## src/include/ppu_params.svh

```systemverilog
// display format, frame timing and VRAM base address macros

`ifndef PPU_PARAMS_SVH
`define PPU_PARAMS_SVH

// line timing in dots
`define LINE_DOTS 456
`define SCAN_DOTS 80

// frame timing in lines
`define VISIBLE_LINES 144
`define FRAME_LINES 154

// visible pixels per line
`define SCREEN_W 160

// background tile maps, 32x32 entries each
`define MAP0_BASE 16'h9800
`define MAP1_BASE 16'h9C00

// tile data, unsigned index from 8000h
`define TILE_BASE_LO 16'h8000
// tile data, signed index centered on 9000h
`define TILE_BASE_HI 16'h9000

`endif
```

## src/logic/ppu_pipe_pkg.sv

```systemverilog
// mode sequencer encoding, fetcher states and pixel shade type

package ppu_pipe_pkg;

    // encoding matches STAT bits 1:0
    typedef enum logic [1:0] {
        h_blank = 2'd0,
        v_blank = 2'd1,
        scan    = 2'd2,
        draw    = 2'd3
    } ppu_mode_e;

    // background fetcher, one map read and two row reads per tile
    typedef enum logic [2:0] {
        idle   = 3'd0,
        map_rd = 3'd1,
        lo_rd  = 3'd2,
        hi_rd  = 3'd3,
        full   = 3'd4   // row ready, waiting for the shifter
    } fetch_state_e;

    // color index or shade of one pixel
    typedef logic [1:0] shade_t;

endpackage

```

## src/logic/lcd_reg_pkg.sv

```systemverilog
// register address map, LCDC bit fields and STAT interrupt enables

package lcd_reg_pkg;

    // cpu visible register addresses
    typedef enum logic [15:0] {
        reg_lcdc = 16'hFF40,
        reg_stat = 16'hFF41,
        reg_scy  = 16'hFF42,
        reg_scx  = 16'hFF43,
        reg_ly   = 16'hFF44,
        reg_lyc  = 16'hFF45,
        reg_bgp  = 16'hFF47
    } reg_addr_e;

    // LCDC, bit 7 first
    typedef struct packed {
        logic lcd_on;
        logic win_map;   // no window in this unit
        logic win_on;
        logic tile_sel;  // 1: unsigned tiles at 8000h
        logic map_sel;   // 1: map at 9C00h
        logic obj_size;  // no sprites in this unit
        logic obj_on;
        logic bg_on;
    } lcdc_t;

    // STAT bits 6..3
    typedef struct packed {
        logic lyc_en;
        logic scan_en;
        logic vblank_en;
        logic hblank_en;
    } stat_en_t;

endpackage

```

## src/logic/ppu_top.sv

```systemverilog
// ppu_top: register block, sequencer, background fetcher and pixel output

`timescale 1ns/1ps

module ppu_top (
    input  logic                 clk,
    input  logic                 rst,
    // cpu register port
    input  logic [15:0]          addr,
    input  logic                 wr,
    input  logic                 rd,
    input  logic [7:0]           wr_data,
    output logic [7:0]           rd_data,
    // vram read port
    output logic                 vram_rd,
    output logic [15:0]          vram_addr,
    input  logic [7:0]           vram_data,
    // pixel stream
    output ppu_pipe_pkg::shade_t px,
    output logic                 px_valid,
    // interrupts
    output logic                 irq_stat,
    output logic                 irq_vblank
);

    lcd_reg_pkg::lcdc_t      lcdc;
    lcd_reg_pkg::stat_en_t   stat_en;
    logic [7:0]              scy;
    logic [7:0]              scx;
    logic [7:0]              lyc;
    logic [7:0]              bgp;
    ppu_pipe_pkg::ppu_mode_e mode;
    logic [7:0]              ly;
    logic                    coincidence;
    logic                    line_start;
    logic [7:0]              row_lo;
    logic [7:0]              row_hi;
    logic                    row_full;
    logic                    row_take;
    logic                    px_done_line;

    lcd_reg_file u_regs (
        .clk         (clk),
        .rst         (rst),
        .addr        (addr),
        .wr          (wr),
        .rd          (rd),
        .wr_data     (wr_data),
        .mode        (mode),
        .ly          (ly),
        .coincidence (coincidence),
        .rd_data     (rd_data),
        .lcdc        (lcdc),
        .scy         (scy),
        .scx         (scx),
        .lyc         (lyc),
        .bgp         (bgp),
        .stat_en     (stat_en),
        .irq_stat    (irq_stat)
    );

    lcd_timing u_timing (
        .clk          (clk),
        .rst          (rst),
        .lcd_on       (lcdc.lcd_on),
        .lyc          (lyc),
        .px_done_line (px_done_line),
        .mode         (mode),
        .ly           (ly),
        .coincidence  (coincidence),
        .line_start   (line_start),
        .irq_vblank   (irq_vblank)
    );

    bg_fetcher u_fetch (
        .clk        (clk),
        .rst        (rst),
        .mode       (mode),
        .line_start (line_start),
        .ly         (ly),
        .scx        (scx),
        .scy        (scy),
        .map_sel    (lcdc.map_sel),
        .tile_sel   (lcdc.tile_sel),
        .bg_on      (lcdc.bg_on),
        .vram_data  (vram_data),
        .row_take   (row_take),
        .vram_rd    (vram_rd),
        .vram_addr  (vram_addr),
        .row_lo     (row_lo),
        .row_hi     (row_hi),
        .row_full   (row_full)
    );

    pixel_out u_pix (
        .clk          (clk),
        .rst          (rst),
        .mode         (mode),
        .line_start   (line_start),
        .scx          (scx),
        .bgp          (bgp),
        .row_lo       (row_lo),
        .row_hi       (row_hi),
        .row_full     (row_full),
        .row_take     (row_take),
        .px           (px),
        .px_valid     (px_valid),
        .px_done_line (px_done_line)
    );

endmodule

```

## src/logic/pixel_out.sv

```systemverilog
// pixel_out: tile row shift planes, fine scroll discard, palette lookup, pixel strobe

`timescale 1ns/1ps

`include "ppu_params.svh"

module pixel_out (
    input  logic                    clk,
    input  logic                    rst,
    input  ppu_pipe_pkg::ppu_mode_e mode,
    input  logic                    line_start,
    input  logic [7:0]              scx,
    input  logic [7:0]              bgp,
    input  logic [7:0]              row_lo,
    input  logic [7:0]              row_hi,
    input  logic                    row_full,
    output logic                    row_take,
    output ppu_pipe_pkg::shade_t    px,
    output logic                    px_valid,
    output logic                    px_done_line
);

    logic [7:0] plane_lo;
    logic [7:0] plane_hi;
    logic [3:0] left;       // pixels still in the planes
    logic [2:0] discard;
    logic [7:0] px_count;
    logic [1:0] color;
    logic       active;

    assign active       = (mode == ppu_pipe_pkg::draw) && (px_count != 8'(`SCREEN_W));
    assign row_take     = active && row_full && (left == 4'd0);
    assign px_done_line = (mode == ppu_pipe_pkg::draw) && (px_count == 8'(`SCREEN_W));
    assign color        = {plane_hi[7], plane_lo[7]};

    always_ff @(posedge clk) begin
        if (rst || mode != ppu_pipe_pkg::draw) begin
            left     <= 4'd0;
            discard  <= 3'd0;
            px_count <= 8'd0;
            px_valid <= 1'b0;
        end else begin
            px_valid <= 1'b0;
            if (line_start) begin
                discard <= scx[2:0];
            end
            if (row_take) begin
                plane_lo <= row_lo;
                plane_hi <= row_hi;
                left     <= 4'd8;
            end else if (active && left != 4'd0) begin
                plane_lo <= {plane_lo[6:0], 1'b0};
                plane_hi <= {plane_hi[6:0], 1'b0};
                left     <= left - 4'd1;
                if (discard != 3'd0) begin
                    discard <= discard - 3'd1;  // scrolled off the left edge
                end else begin
                    px       <= bgp[{color, 1'b0} +: 2];
                    px_valid <= 1'b1;
                    px_count <= px_count + 8'd1;
                end
            end
        end
    end

    // the strobe must stay inside the sequencer's draw window
    a_px_in_draw: assert property (
        @(posedge clk) disable iff (rst) px_valid |-> mode == ppu_pipe_pkg::draw
    );

endmodule

```

## src/logic/bg_fetcher.sv

```systemverilog
// bg_fetcher: background map and tile row reads from VRAM, one tile at a time

`timescale 1ns/1ps

`include "ppu_params.svh"

module bg_fetcher (
    input  logic                    clk,
    input  logic                    rst,
    input  ppu_pipe_pkg::ppu_mode_e mode,
    input  logic                    line_start,
    input  logic [7:0]              ly,
    input  logic [7:0]              scx,
    input  logic [7:0]              scy,
    input  logic                    map_sel,
    input  logic                    tile_sel,
    input  logic                    bg_on,
    input  logic [7:0]              vram_data,
    input  logic                    row_take,
    output logic                    vram_rd,
    output logic [15:0]             vram_addr,
    output logic [7:0]              row_lo,
    output logic [7:0]              row_hi,
    output logic                    row_full
);

    // one tile beyond the screen width covers the fine scroll
    localparam logic [4:0] LINE_TILES = 5'd21;

    ppu_pipe_pkg::fetch_state_e state;

    logic        half;      // second cycle of a read
    logic [4:0]  col;       // tiles fetched this line
    logic [4:0]  next_col;
    logic [7:0]  bg_y;
    logic [4:0]  map_x;
    logic [15:0] map_base;
    logic [15:0] map_addr;
    logic [15:0] tile_base;
    logic [15:0] tile_off;
    logic [15:0] tile_addr;

    assign bg_y     = ly + scy;                      // wraps at 256
    assign next_col = line_start ? 5'd0 : col;
    assign map_x    = next_col + scx[7:3];           // wraps at 32 tiles
    assign map_base = map_sel ? `MAP1_BASE : `MAP0_BASE;
    assign map_addr = map_base + {6'd0, bg_y[7:3], map_x};

    // tile number is the byte just read from the map
    always_comb begin
        if (tile_sel) begin
            tile_base = `TILE_BASE_LO;
            tile_off  = {4'd0, vram_data, 4'd0};
        end else begin
            tile_base = `TILE_BASE_HI;
            tile_off  = {{4{vram_data[7]}}, vram_data, 4'd0};  // signed index
        end
    end

    assign tile_addr = tile_base + tile_off + {12'd0, bg_y[2:0], 1'b0};

    // each address is held two cycles, data sampled on the second edge
    always_ff @(posedge clk) begin
        if (rst || mode != ppu_pipe_pkg::draw) begin
            state    <= ppu_pipe_pkg::idle;
            half     <= 1'b0;
            col      <= 5'd0;
            vram_rd  <= 1'b0;
            row_full <= 1'b0;
        end else if (line_start) begin
            state     <= ppu_pipe_pkg::map_rd;
            half      <= 1'b0;
            col       <= 5'd0;
            vram_rd   <= 1'b1;
            vram_addr <= map_addr;
            row_full  <= 1'b0;
        end else begin
            case (state)
                ppu_pipe_pkg::map_rd: begin
                    half <= ~half;
                    if (half) begin
                        vram_addr <= tile_addr;
                        state     <= ppu_pipe_pkg::lo_rd;
                    end
                end
                ppu_pipe_pkg::lo_rd: begin
                    half <= ~half;
                    if (half) begin
                        row_lo    <= bg_on ? vram_data : 8'd0;
                        vram_addr <= vram_addr + 16'd1;   // high plane follows
                        state     <= ppu_pipe_pkg::hi_rd;
                    end
                end
                ppu_pipe_pkg::hi_rd: begin
                    half <= ~half;
                    if (half) begin
                        row_hi   <= bg_on ? vram_data : 8'd0;
                        vram_rd  <= 1'b0;
                        row_full <= 1'b1;
                        col      <= col + 5'd1;
                        state    <= ppu_pipe_pkg::full;
                    end
                end
                ppu_pipe_pkg::full: begin
                    if (row_take) begin
                        row_full <= 1'b0;
                        if (col == LINE_TILES) begin
                            state <= ppu_pipe_pkg::idle;  // line done
                        end else begin
                            state     <= ppu_pipe_pkg::map_rd;
                            vram_rd   <= 1'b1;
                            vram_addr <= map_addr;
                        end
                    end
                end
                default: ;  // idle until the next line_start
            endcase
        end
    end

endmodule

```

## src/logic/lcd_timing.sv

```systemverilog
// lcd_timing: dot and line counters, mode sequencer, LY/LYC compare, vblank pulse

`timescale 1ns/1ps

`include "ppu_params.svh"

module lcd_timing (
    input  logic                    clk,
    input  logic                    rst,
    input  logic                    lcd_on,
    input  logic [7:0]              lyc,
    input  logic                    px_done_line,
    output ppu_pipe_pkg::ppu_mode_e mode,
    output logic [7:0]              ly,
    output logic                    coincidence,
    output logic                    line_start,
    output logic                    irq_vblank
);

    logic [8:0] dot;
    logic       last_dot;
    logic [7:0] ly_next;

    assign last_dot = (dot == 9'(`LINE_DOTS - 1));
    assign ly_next  = (ly == 8'(`FRAME_LINES - 1)) ? 8'd0 : ly + 8'd1;

    assign coincidence = (ly == lyc);

    // a disabled display sits at the top of line 0 in scan mode
    always_ff @(posedge clk) begin
        if (rst || !lcd_on) begin
            dot        <= 9'd0;
            ly         <= 8'd0;
            mode       <= ppu_pipe_pkg::scan;
            line_start <= 1'b0;
            irq_vblank <= 1'b0;
        end else begin
            line_start <= 1'b0;
            irq_vblank <= 1'b0;
            if (last_dot) begin
                dot <= 9'd0;
                ly  <= ly_next;
                if (ly_next < 8'(`VISIBLE_LINES)) begin
                    mode <= ppu_pipe_pkg::scan;
                end else begin
                    mode <= ppu_pipe_pkg::v_blank;
                    // once per frame, on the first vblank line
                    irq_vblank <= (ly_next == 8'(`VISIBLE_LINES));
                end
            end else begin
                dot <= dot + 9'd1;
                if (mode == ppu_pipe_pkg::scan && dot == 9'(`SCAN_DOTS - 1)) begin
                    mode       <= ppu_pipe_pkg::draw;  // draw starts at dot 80
                    line_start <= 1'b1;
                end else if (mode == ppu_pipe_pkg::draw && px_done_line) begin
                    mode <= ppu_pipe_pkg::h_blank;
                end
            end
        end
    end

    a_dot_range: assert property (
        @(posedge clk) disable iff (rst) dot < 9'(`LINE_DOTS)
    );

    // draw has to finish inside the visible lines
    a_no_draw_in_vblank: assert property (
        @(posedge clk) disable iff (rst)
        !(mode == ppu_pipe_pkg::draw && ly >= 8'(`VISIBLE_LINES))
    );

endmodule

```

## src/logic/lcd_reg_file.sv

```systemverilog
// lcd_reg_file: CPU register writes and reads, STAT interrupt edge detector

`timescale 1ns/1ps

module lcd_reg_file (
    input  logic                    clk,
    input  logic                    rst,
    input  logic [15:0]             addr,
    input  logic                    wr,
    input  logic                    rd,
    input  logic [7:0]              wr_data,
    input  ppu_pipe_pkg::ppu_mode_e mode,
    input  logic [7:0]              ly,
    input  logic                    coincidence,
    output logic [7:0]              rd_data,
    output lcd_reg_pkg::lcdc_t      lcdc,
    output logic [7:0]              scy,
    output logic [7:0]              scx,
    output logic [7:0]              lyc,
    output logic [7:0]              bgp,
    output lcd_reg_pkg::stat_en_t   stat_en,
    output logic                    irq_stat
);

    logic stat_cond;
    logic stat_cond_q;

    // register writes, LY is read only
    always_ff @(posedge clk) begin
        if (rst) begin
            lcdc    <= '0;
            scy     <= 8'd0;
            scx     <= 8'd0;
            lyc     <= 8'd0;
            bgp     <= 8'd0;
            stat_en <= '0;
        end else if (wr) begin
            case (addr)
                lcd_reg_pkg::reg_lcdc: lcdc    <= lcd_reg_pkg::lcdc_t'(wr_data);
                lcd_reg_pkg::reg_stat: stat_en <= lcd_reg_pkg::stat_en_t'(wr_data[6:3]);
                lcd_reg_pkg::reg_scy:  scy     <= wr_data;
                lcd_reg_pkg::reg_scx:  scx     <= wr_data;
                lcd_reg_pkg::reg_lyc:  lyc     <= wr_data;
                lcd_reg_pkg::reg_bgp:  bgp     <= wr_data;
                default: ;
            endcase
        end
    end

    // combinational read, unmapped addresses float high
    always_comb begin
        rd_data = 8'hFF;
        if (rd) begin
            case (addr)
                lcd_reg_pkg::reg_lcdc: rd_data = lcdc;
                lcd_reg_pkg::reg_stat: rd_data = {1'b1, stat_en, coincidence, mode};
                lcd_reg_pkg::reg_scy:  rd_data = scy;
                lcd_reg_pkg::reg_scx:  rd_data = scx;
                lcd_reg_pkg::reg_ly:   rd_data = ly;    // live line count
                lcd_reg_pkg::reg_lyc:  rd_data = lyc;
                lcd_reg_pkg::reg_bgp:  rd_data = bgp;
                default:               rd_data = 8'hFF;
            endcase
        end
    end

    // vblank also raises the request when scan_en is set
    assign stat_cond = lcdc.lcd_on &
                       ((stat_en.lyc_en & coincidence) |
                        (stat_en.hblank_en & (mode == ppu_pipe_pkg::h_blank)) |
                        (stat_en.scan_en & (mode == ppu_pipe_pkg::scan)) |
                        ((stat_en.vblank_en | stat_en.scan_en) &
                         (mode == ppu_pipe_pkg::v_blank)));

    always_ff @(posedge clk) begin
        if (rst) begin
            stat_cond_q <= 1'b0;
        end else begin
            stat_cond_q <= stat_cond;
        end
    end

    assign irq_stat = stat_cond & ~stat_cond_q;  // rising edge only

    // a held condition must not retrigger
    a_irq_stat_pulse: assert property (
        @(posedge clk) disable iff (rst) irq_stat |=> !irq_stat
    );

endmodule

```

## config.mk

```make
export PLATFORM = sky130hd
export DESIGN_NAME = ppu_top
export DESIGN_NICKNAME = d
export VERILOG_FILES = /design/src/logic/ppu_pipe_pkg.sv /design/src/logic/lcd_reg_pkg.sv /design/src/logic/ppu_top.sv /design/src/logic/pixel_out.sv /design/src/logic/bg_fetcher.sv /design/src/logic/lcd_timing.sv /design/src/logic/lcd_reg_file.sv
export VERILOG_INCLUDE_DIRS = /design/src /design/src/include
export SDC_FILE = /design/constraint.sdc
export NUM_CORES = 1
export LEC_CHECK = 0
export ABC_AREA = 1
export BUFFER_PORTS_ARGS = -buffer_cell sky130_fd_sc_hd__buf_2
export CAP_MARGIN = 20
export CORE_UTILIZATION = 30
export CTS_BUF_LIST = sky130_fd_sc_hd__clkbuf_8
export DETAILED_ROUTE_END_ITERATION = 6
export GPL_TIMING_DRIVEN = 0
export PLACE_DENSITY = 0.44
export SYNTH_ARGS = -nofsm -noshare
export SYNTH_HDL_FRONTEND = slang
export SYNTH_HIERARCHICAL = 1
export SYNTH_SLANG_ARGS = --single-unit
```

## constraint.sdc

```tcl
create_clock -name clk -period 3.9 [get_ports clk]
set_input_delay 0.78 -clock clk [delete_from_list [all_inputs] [get_ports clk]]
set_output_delay 0.78 -clock clk [all_outputs]
set_load 0.1 [all_outputs]
```

==> results.txt, run 1 <==
Core Footprint: 27200 um^2
Largest register FFs: 16
Worst slew margin relative to its limit: 53.5%
Max Cap Viol: 0
Tot GR Track Use: 18.0%
IO Port Bufs: 63
Sequential power share: 56.0%
Gr busiest metal: met2
Largest net degree at the start of global routing: 17
Skew final: 0.0126 ns
Vias in the first global route: 7096
Vias: 7579
DIE HEIGHT: 169 um
Initial antenna violation count: 0
DRC Markers: 0
CP arrival: 2.53 ns
Largest stage delay on the critical path: 0.43 ns
CTS resizes: 0
Final Hold Slack: 0.450 ns
Clk root buf: clkbuf_8
CP startpoint kind: input pin
Worst setup path end: rd_data[7]
Routed length per placed instance: 15.4 um
Origin of the critical flop-to-flop path: u_timing/mode[1]
Sink Count: 143
YS warnings: 6
Sw Ratio: 26.4%
Detail Route Antenna Nets: 0
Setup CP Type: in2out
Final WL: 24800 um
Status: completed
Skew-Pair Late Insertion Delay: 0.46 ns
Full die area: 28500 um^2
Crit path required time: 3.12 ns
Via/cell ratio: 4.69
Fillcell total: 2941
Grt ovf: 0
Seq cells post-synth: 143
Slew of the pin with the lowest slew margin: 0.694 ns
Slowest CP cell: buf_2
Yosys cell types: 47
Syn avg cell area: 7.30 um^2
Final worst-path cycle share: 84.9%
CTS tree: yes
Fraction of layout cells with a size suffix above 1: 15.6%
Hold Path Class: reg2reg
Clock Power Share: 40.7%
Ys flop type: dfxtp_1
Minimum clock period: 3.31 ns
Die width: 169 um
Hold buffer count at CTS: 0
Power Total: 2.73 mW
Pwr dens: 287 nW/um^2
CTS Buffer Depth: 2
GR Layer Usage met2: 28.2%
Pleak: 4.05 nW
Placed cell count: 1583
Peak Freq: 302 MHz
RSZ-0062 raised after global routing: no
Antenna Cells: 0
Largest regs: u_fetch/vram_addr: 16 flops, u_timing/dot: 9 flops
Initial core utilization: 30.8%
Iteration-0 DRC Markers: 653
Worst Slack Setup Final: 0.590 ns
Worst r2r dst: u_fetch/vram_addr[14]
Post-place setup slack: 0.583 ns
Cell area after layout: 9540 um^2
H-tree depth: 4
Non-Filler Instances: 1615
Util after Layout: 35.1%
Post-Syn Instances: 1145
R2R setup slack: 1.08 ns
Crit path from: addr[3]
Final hold viol count: 0
Biggest register: u_fetch/vram_addr
Mapped cell area: 8360 um^2
Drt pass-1 iters: 6
Post-synth EDFFs: 50
Number of nets in the layout: 1291
Syn nets: 1206
GR Util met3: 2.76%
Peak supply drop: 215 uV
Worst-path cell chain: buf_2, nor2_2, nand2_1, nor2_4, buf_2, nand3_1, nand3_1, nor2_1, nand3_1, buf_2
Final HPWL DP: 18500 um
FP Rows: 60
Setup bufs post-CTS: 0
Seq/Total Area, Yosys: 40.2%
Post-synth ARST share: 0%
P&R area growth vs syn: 14.1%
CTS Buf Count: 17
CP endpoint kind: output port
Reg clk slew, reported paths: 0.08 ns
Fin. max-slew vios: 0
CP Max Fanout: 10
First-pass GRT wire length: 39400 um
Final setup viols: 0
P_int: 2.01 mW
Gpl congestion: 0.895
Setup TNS: 0 ns
NetSw: 0.721 mW
Register-to-Register Path Depth: 11
Placed instance area: 9180 um^2
GR met1 Demand/Resource: 25.4%
Comb power frac: 3.3%
Number of placed I/O pins: 66
## logic make-up after synthesis
| logic type | synth area share [%] |
|---|---|
| AND/OR/NAND/NOR | 37.4 |
| AO/OA/AOI/OAI | 8.14 |
| buffers and inverters | 7.91 |
| XOR/XNOR | 2.30 |
| multiplexers | 0.135 |
| flip-flops | 40.2 |
| adder cells (fa/ha/maj) | 3.92 |
## cell usage after synthesis (8+ instances only)
cell,count,area share [%]
nand2_1,321,14
nand3_1,125,7.5
inv_1,111,5.0
nor2_1,111,5.0
dfxtp_1,93,22
a21oi_1,64,3.8
edfxtp_1,50,18
o21ai_0,37,2.2
nand4_1,33,2.5
nor3_1,24,1.4
ha_1,23,3.4
nor2_2,16,1.2
buf_2,15,0.90
xnor2_1,15,1.6
nand2_2,10,0.75
inv_2,9,0.40
o22ai_1,8,0.60
## routing by layer
metal,routed length (um),up-vias
met5,0,-
met4,369,0
met3,987,21
met2,11300,161
met1,12200,3460
li1,-,3937
## worst min-delay path by stage
stage / from / to / slack [ns] / cells after the start
floorplan: u_timing/dot[0] / u_timing/dot[0] / 0.42 / 1
global placement: u_timing/dot[0] / u_timing/dot[0] / 0.43 / 1
detailed placement: u_timing/dot[0] / u_timing/dot[0] / 0.44 / 1
CTS: u_timing/dot[0] / u_timing/dot[0] / 0.45 / 1
global route: u_timing/dot[0] / u_timing/dot[0] / 0.47 / 1
finish: u_timing/dot[0] / u_timing/dot[0] / 0.45 / 1
## cell usage in the layout (no fill, tap or decap), types with 6 or more instances in the layout
master / n
a21oi_1: 63
buf_2: 79
buf_6: 7
clkbuf_1: 7
clkbuf_8: 17
dfxtp_1: 93
edfxtp_1: 50
ha_1: 23
inv_1: 111
inv_2: 9
nand2_1: 321
nand2_2: 10
nand2_4: 7
nand3_1: 125
nand3_2: 6
nand4_1: 33
nor2_1: 111
nor2_2: 16
nor3_1: 24
o21ai_0: 37
o22ai_1: 8
xnor2_1: 15
xor2_1: 7
## cell type report
class	instances	area [um^2]	share of cell area (%)
Buffer	33	203	2.12
Clock buffer	17	234	2.45
Clock inverter	15	125	1.31
Inverter	122	459	4.81
Multi-Input combinational cell	847	4350	45.5
Sequential cell	143	3360	35.2
Tap cell	372	465	4.88
Timing Repair Buffer	66	347	3.63
## critical path: cells and delay by family
family,cells,cell delay [ns]
buffers and inverters,3,0.84
and+or+nand+nor,7,0.90
## power by group through the flow
stage                     Clock [mW]  Sequential, mW  Combinational [mW]
after floorplan                    0            1.57              0.0390
after global placement             0            1.57              0.0900
after detailed placement           0            1.57              0.0891
after CTS                       1.16            1.53              0.0894
after global routing            1.23            1.53              0.0976
final                           1.11            1.53              0.0904
Power figures use the tool's default switching activity.
==> run 2, diff against run 1 <==
--- a/config.mk
+++ b/config.mk
@@ -6,14 +6,14 @@
 export SDC_FILE = /design/constraint.sdc
 export NUM_CORES = 1
 export LEC_CHECK = 0
-export ABC_AREA = 1
+export ABC_AREA = 0
 export BUFFER_PORTS_ARGS = -buffer_cell sky130_fd_sc_hd__buf_2
 export CAP_MARGIN = 20
 export CORE_UTILIZATION = 30
 export CTS_BUF_LIST = sky130_fd_sc_hd__clkbuf_8
 export DETAILED_ROUTE_END_ITERATION = 6
 export GPL_TIMING_DRIVEN = 0
-export PLACE_DENSITY = 0.44
+export PLACE_DENSITY = 0.45
 export SYNTH_ARGS = -nofsm -noshare
 export SYNTH_HDL_FRONTEND = slang
 export SYNTH_HIERARCHICAL = 1
==> constraint.sdc (replaced) <==
create_clock -name clk -period 3 [get_ports clk]
set_input_delay 0.6 -clock clk [delete_from_list [all_inputs] [get_ports clk]]
set_output_delay 0.6 -clock clk [all_outputs]
set_load 0.1 [all_outputs]
==> run 2 against run 1 <==
  * Highest routed layer unchanged
  * Combinational power up 39%
  * Global-route usage fell by 1.4 points
  * The run now ends with negative setup slack left
  * Count of clock-buffer cells in the layout did not move
==> results.txt, run 2 <==
Fin. max-slew vios: 0
Fillcell total: 2686
Top-count cell post-synth: dfxtp_1
CP Max Fanout: 5
Top cell type's share of synthesized area: 23.0%
Final worst-path cycle share: 101%
Full die area: 27600 um^2
Commonest non-fill, non-tap cells in the layout: dfxtp_1 (91), buf_2 (63), nand2b_1 (61)
RSZ-0062 raised after global routing: yes
P&R area growth vs syn: 18.3%
Seq cells post-synth: 143
Status: finished with violations
Skew final: 0.0135 ns
Area contributors post-synth: dfxtp_1 (23%), edfxtp_1 (19%), mux2i_1 (5.8%)
Final HPWL DP: 16600 um
CP arrival: 2.44 ns
Routed length per placed instance: 18.0 um
Post-synth ARST share: 0%
Pleak: 3.66 nW
Worst Slack Setup Final: -0.0354 ns
Max Cap Viol: 0
Multi-input logic area: 4570 um^2
Slew of the pin with the lowest slew margin: 0.865 ns
CTS Buf Count: 17
Syn avg cell area: 10.2 um^2
Detail Route Antenna Nets: 0
Most common cell after layout, fill and taps aside: dfxtp_1
Sink Count: 143
CTS Buffer Depth: 2
IO Port Bufs: 65
Syn nets: 856
CP startpoint kind: input pin
Worst slew margin relative to its limit: 42.2%
DRC Markers: 0
Biggest register: u_fetch/vram_addr
Largest register FFs: 16
Pwr dens: 378 nW/um^2
Gpl congestion: 0.838
Fraction of layout cells with a size suffix above 1: 22.7%
Vias: 6225
DIE HEIGHT: 166 um
Skew-Pair Late Insertion Delay: 0.45 ns
Initial antenna violation count: 0
Peak supply drop: 201 uV
FP Rows: 59
Grt ovf: 0
Post-Syn Instances: 795
First-pass GRT wire length: 35400 um
Power Total: 3.61 mW
Largest regs: u_fetch/vram_addr: 16 flops, u_timing/dot: 9 flops
Number of nets in the layout: 951
Die width: 166 um
CTS tree: yes
Placed cell count: 1198
Minimum clock period: 3.04 ns
Reg clk slew, reported paths: 0.09 ns
Clk root buf: clkbuf_8
CP endpoint kind: output port
Largest net degree at the start of global routing: 17
Failing checks: negative setup slack
Drt pass-1 iters: 5
Vias in the first global route: 6172
R2R setup slack: 0.27 ns
Hold Path Class: in2reg
Final setup viols: 1
Final WL: 22300 um
Mapped cell area: 8090 um^2
Antenna Cells: 0
Hold buffer count at CTS: 0
Seq/Total Area, Yosys: 41.6%
H-tree depth: 4
Synth cell count leaders: dfxtp_1 (93), nand2b_1 (64), nor2_1 (56)
Yosys cell types: 88
Setup CP Type: in2out
Peak Freq: 329 MHz
Sequential cell area: 3370 um^2
Number of placed I/O pins: 66
Initial core utilization: 30.8%
Setup TNS: -0.0354 ns
Non-Filler Instances: 1238
Via/cell ratio: 5.03
Ys flop type: dfxtp_1
Crit path required time: 2.40 ns
Post-synth EDFFs: 50
Core Footprint: 26300 um^2
YS warnings: 6
Area leader, netlist: dfxtp_1
Final hold viol count: 0
Util after Layout: 36.4%
Iteration-0 DRC Markers: 284
Tot GR Track Use: 16.6%
[run 2: cell families (layout without fill, tap and decap cells)]
kind of cell | Yosys count | count (layout) | synth area share [%]
xor+xnor | 53 | 53 | 5.74
buf+inv | 52 | 160 | 3.67
flops | 143 | 143 | 41.6
simple gates | 324 | 324 | 23.8
mux | 74 | 74 | 10.8
compound gates | 124 | 124 | 10.3
fa+ha+maj | 25 | 25 | 4.05
[run 2: power by group]
group	internal, mW	total (mW)	switching (mW)
clock network	0.618	1.50	0.879
registers	1.99	1.99	0.00000519
logic	0.0525	0.126	0.0738
total	2.66	3.61	0.952
[run 2: per-layer routing]
| layer | up-vias | track usage (%) | part of all wire, % |
|---|---|---|---|
| met2 | 135 | 26.9 | 47 |
| met1 | 2985 | 22.5 | 49 |
| met4 | 0 | 5.12 | 1.4 |
| met5 | - | 0 | 0 |
| li1 | 3086 | - | - |
| met3 | 19 | 2.53 | 3.3 |
[run 2: what timing repair did]
item | CTS | global route
hold endpoints to repair | 0 | 0
pin swaps | 3 | 3
gates resized for setup | 44 | 10
endpoints found under the setup margin | 10 | 20
gates cloned | 0 | 0
buffers inserted | 3 | 6
[run 2: area by class of cell]
class                           count  area share [%]
Clock buffer                       17            2.45
Multi-Input combinational cell    600            47.8
Inverter                           20           0.785
Buffer                             31            2.29
Timing Repair Buffer               77            5.57
Tap cell                          335            4.38
Sequential cell                   143            35.2
Clock inverter                     15            1.52
[run 2: worst max-delay path: stages]
cell and delay [ns]:
buf_6 0.09, or4b_4 0.57, or3_4 0.39, a211o_1 0.25, a311o_2 0.35, buf_12 0.18
[run 2: worst paths after layout]
kind	startpoint	endpoint	depth (start not counted)
hold reg to reg	u_timing/dot[0]	u_timing/dot[0]	1
setup reg to reg	u_timing/line_start	u_fetch/vram_addr[4]	10
setup / recovery	addr[7]	rd_data[7]	6
hold / removal	wr_data[5]	u_regs/stat_en[2]	3
[run 2: through the flow]
stage / hold slack, ns / worst slack, ns / area (um^2)
finish: 0.412 / -0.0354 / 9560
global route: 0.395 / -0.0646 / 9560
CTS: 0.373 / -0.0191 / 9480
global placement: 0.436 / -0.589 / 8880
floorplan: 0.418 / -0.490 / 8140
detailed placement: 0.439 / -0.561 / 8920
==> run 3, diff against run 2 <==
--- a/config.mk
+++ b/config.mk
@@ -14,6 +14,7 @@
 export DETAILED_ROUTE_END_ITERATION = 6
 export GPL_TIMING_DRIVEN = 0
 export PLACE_DENSITY = 0.45
+export SKIP_LAST_GASP = 1
 export SYNTH_ARGS = -nofsm -noshare
 export SYNTH_HDL_FRONTEND = slang
 export SYNTH_HIERARCHICAL = 1
==> run 3 against run 2 <==
  * Register-to-register slack got worse by 0.03 ns
  * Power is essentially flat
  * Routed wire length down 0.39%
  * Maximum frequency barely moved
  * Non-clock buffer count did not move
  * The run still ends with negative setup slack left
  * Count of clock-buffer cells in the layout unchanged
  * Critical path type unchanged
  * Clock skew about the same
  * Critical endpoint unchanged
  * Highest routed layer unchanged
  * Global-route usage stayed put
  * Flip-flop and latch count unchanged
==> results.txt, run 3 (synthesis results as in run 2) <==
CP arrival: 2.43 ns
DRT met1 WL: 10900 um
Antenna Cells: 0
Number of nets in the layout: 951
Final hold viol count: 0
Met3 wire length: 686 um
Fin. max-slew vios: 0
Grt ovf: 0
Hold Path Class: in2reg
Minimum clock period: 3.03 ns
Die width: 166 um
Largest regs: u_fetch/vram_addr: 16 flops, u_timing/dot: 9 flops
Skew-Pair Late Insertion Delay: 0.45 ns
Status: finished with violations
Hold buffer count at CTS: 0
FP Rows: 59
Peak Freq: 330 MHz
Gpl congestion: 0.838
Failing checks: negative setup slack
Via/cell ratio: 5.01
Final setup viols: 2
Routed length per placed instance: 17.9 um
DRC Markers: 0
H-tree depth: 4
Clk root buf: clkbuf_8
Initial antenna violation count: 0
Largest net degree at the start of global routing: 17
Post-place setup slack: -0.561 ns
Full die area: 27600 um^2
WL met2: 10400 um
Drt pass-1 iters: 5
Vias in the first global route: 6172
Most common cell after layout, fill and taps aside: dfxtp_1
CTS tree: yes
Iteration-0 DRC Markers: 320
Sink Count: 143
Final WL: 22200 um
P&R area growth vs syn: 18.3%
Skew final: 0.0137 ns
RSZ-0062 raised after global routing: yes
Pleak: 3.66 nW
Crit path required time: 2.40 ns
Setup CP Type: in2out
CP endpoint kind: output port
CP Max Fanout: 5
Initial core utilization: 30.8%
Reg clk slew, reported paths: 0.09 ns
Fraction of layout cells with a size suffix above 1: 22.7%
Power Total: 3.61 mW
Core Footprint: 26300 um^2
Tot GR Track Use: 16.6%
Final HPWL DP: 16600 um
CTS Buf Count: 17
Max Cap Viol: 0
Commonest non-fill, non-tap cells in the layout: dfxtp_1 (91), buf_2 (62), nand2b_1 (61)
IO Port Bufs: 65
First-pass GRT wire length: 35400 um
Worst slew margin relative to its limit: 42.2%
Pwr dens: 378 nW/um^2
Top sig layer: met4
Biggest register: u_fetch/vram_addr
Largest register FFs: 16
Detail Route Antenna Nets: 0
DIE HEIGHT: 166 um
Slew of the pin with the lowest slew margin: 0.865 ns
Number of placed I/O pins: 66
Worst Slack Setup Final: -0.0341 ns
Peak supply drop: 201 uV
Fillcell total: 2685
CP startpoint kind: input pin
CTS Buffer Depth: 2
Vias: 6207
Final worst-path cycle share: 101%
## run 3: final cells by class
type                            instances  area (um^2)  area share, %
Inverter                               20         75.1          0.785
Multi-Input combinational cell        600         4570           47.8
Clock buffer                           17          234           2.45
Tap cell                              335          419           4.38
Sequential cell                       143         3370           35.2
Timing Repair Buffer                   77          537           5.61
Clock inverter                         15          145           1.52
Buffer                                 31          219           2.29
## run 3: final timing paths
check                                    startpoint              endpoint  depth (start not counted)  slack, ns
worst min-delay path                     wr_data[5]     u_regs/stat_en[2]                          3       0.41
worst max register to register  u_timing/line_start  u_fetch/vram_addr[4]                         10       0.24
worst max-delay path                        addr[7]            rd_data[7]                          6      -0.03
worst min register to register      u_timing/dot[0]       u_timing/dot[0]                          1       0.45
## run 3: critical path, cell delays in order
cell and delay (ns):
buf_6 0.09, or4b_4 0.57, or3_4 0.39, a211o_1 0.25
a311o_2 0.35, buf_12 0.18
## run 3: layer usage
layer  vias to the layer above  track usage, %
li1                       3076               -
met1                      2985            22.5
met2                       127            26.9
met3                        19            2.53
met4                         0            5.12
met5                         -               0
## run 3: repair_timing
action,in CTS,in global routing
pin swaps,3,3
endpoints found under the hold margin,0,0
gates resized for setup,43,11
setup endpoints to repair,10,20
buffers inserted,3,6
## run 3: stage by stage
step                      setup TNS, ns  instance area, um^2  util [%]  cells  hold slack (ns)
after floorplan                   -1.57                 8140         -    795            0.418
after global placement           -12.53                 8880      33.8   1195            0.436
after detailed placement          -4.35                 8920      33.9   1198            0.439
after CTS                       -0.0458                 9480      36.1   1232            0.373
after global routing             -0.134                 9570      36.4   1238            0.395
final                           -0.0419                 9570      36.4   1238            0.410
## run 3: report_power, final
part | leakage [nW] | internal, mW | total [mW] | switching [mW]
clock network | 0.190 | 0.618 | 1.50 | 0.877
logic | 2.18 | 0.0525 | 0.126 | 0.0736
registers | 1.29 | 1.99 | 1.99 | 0.00000514
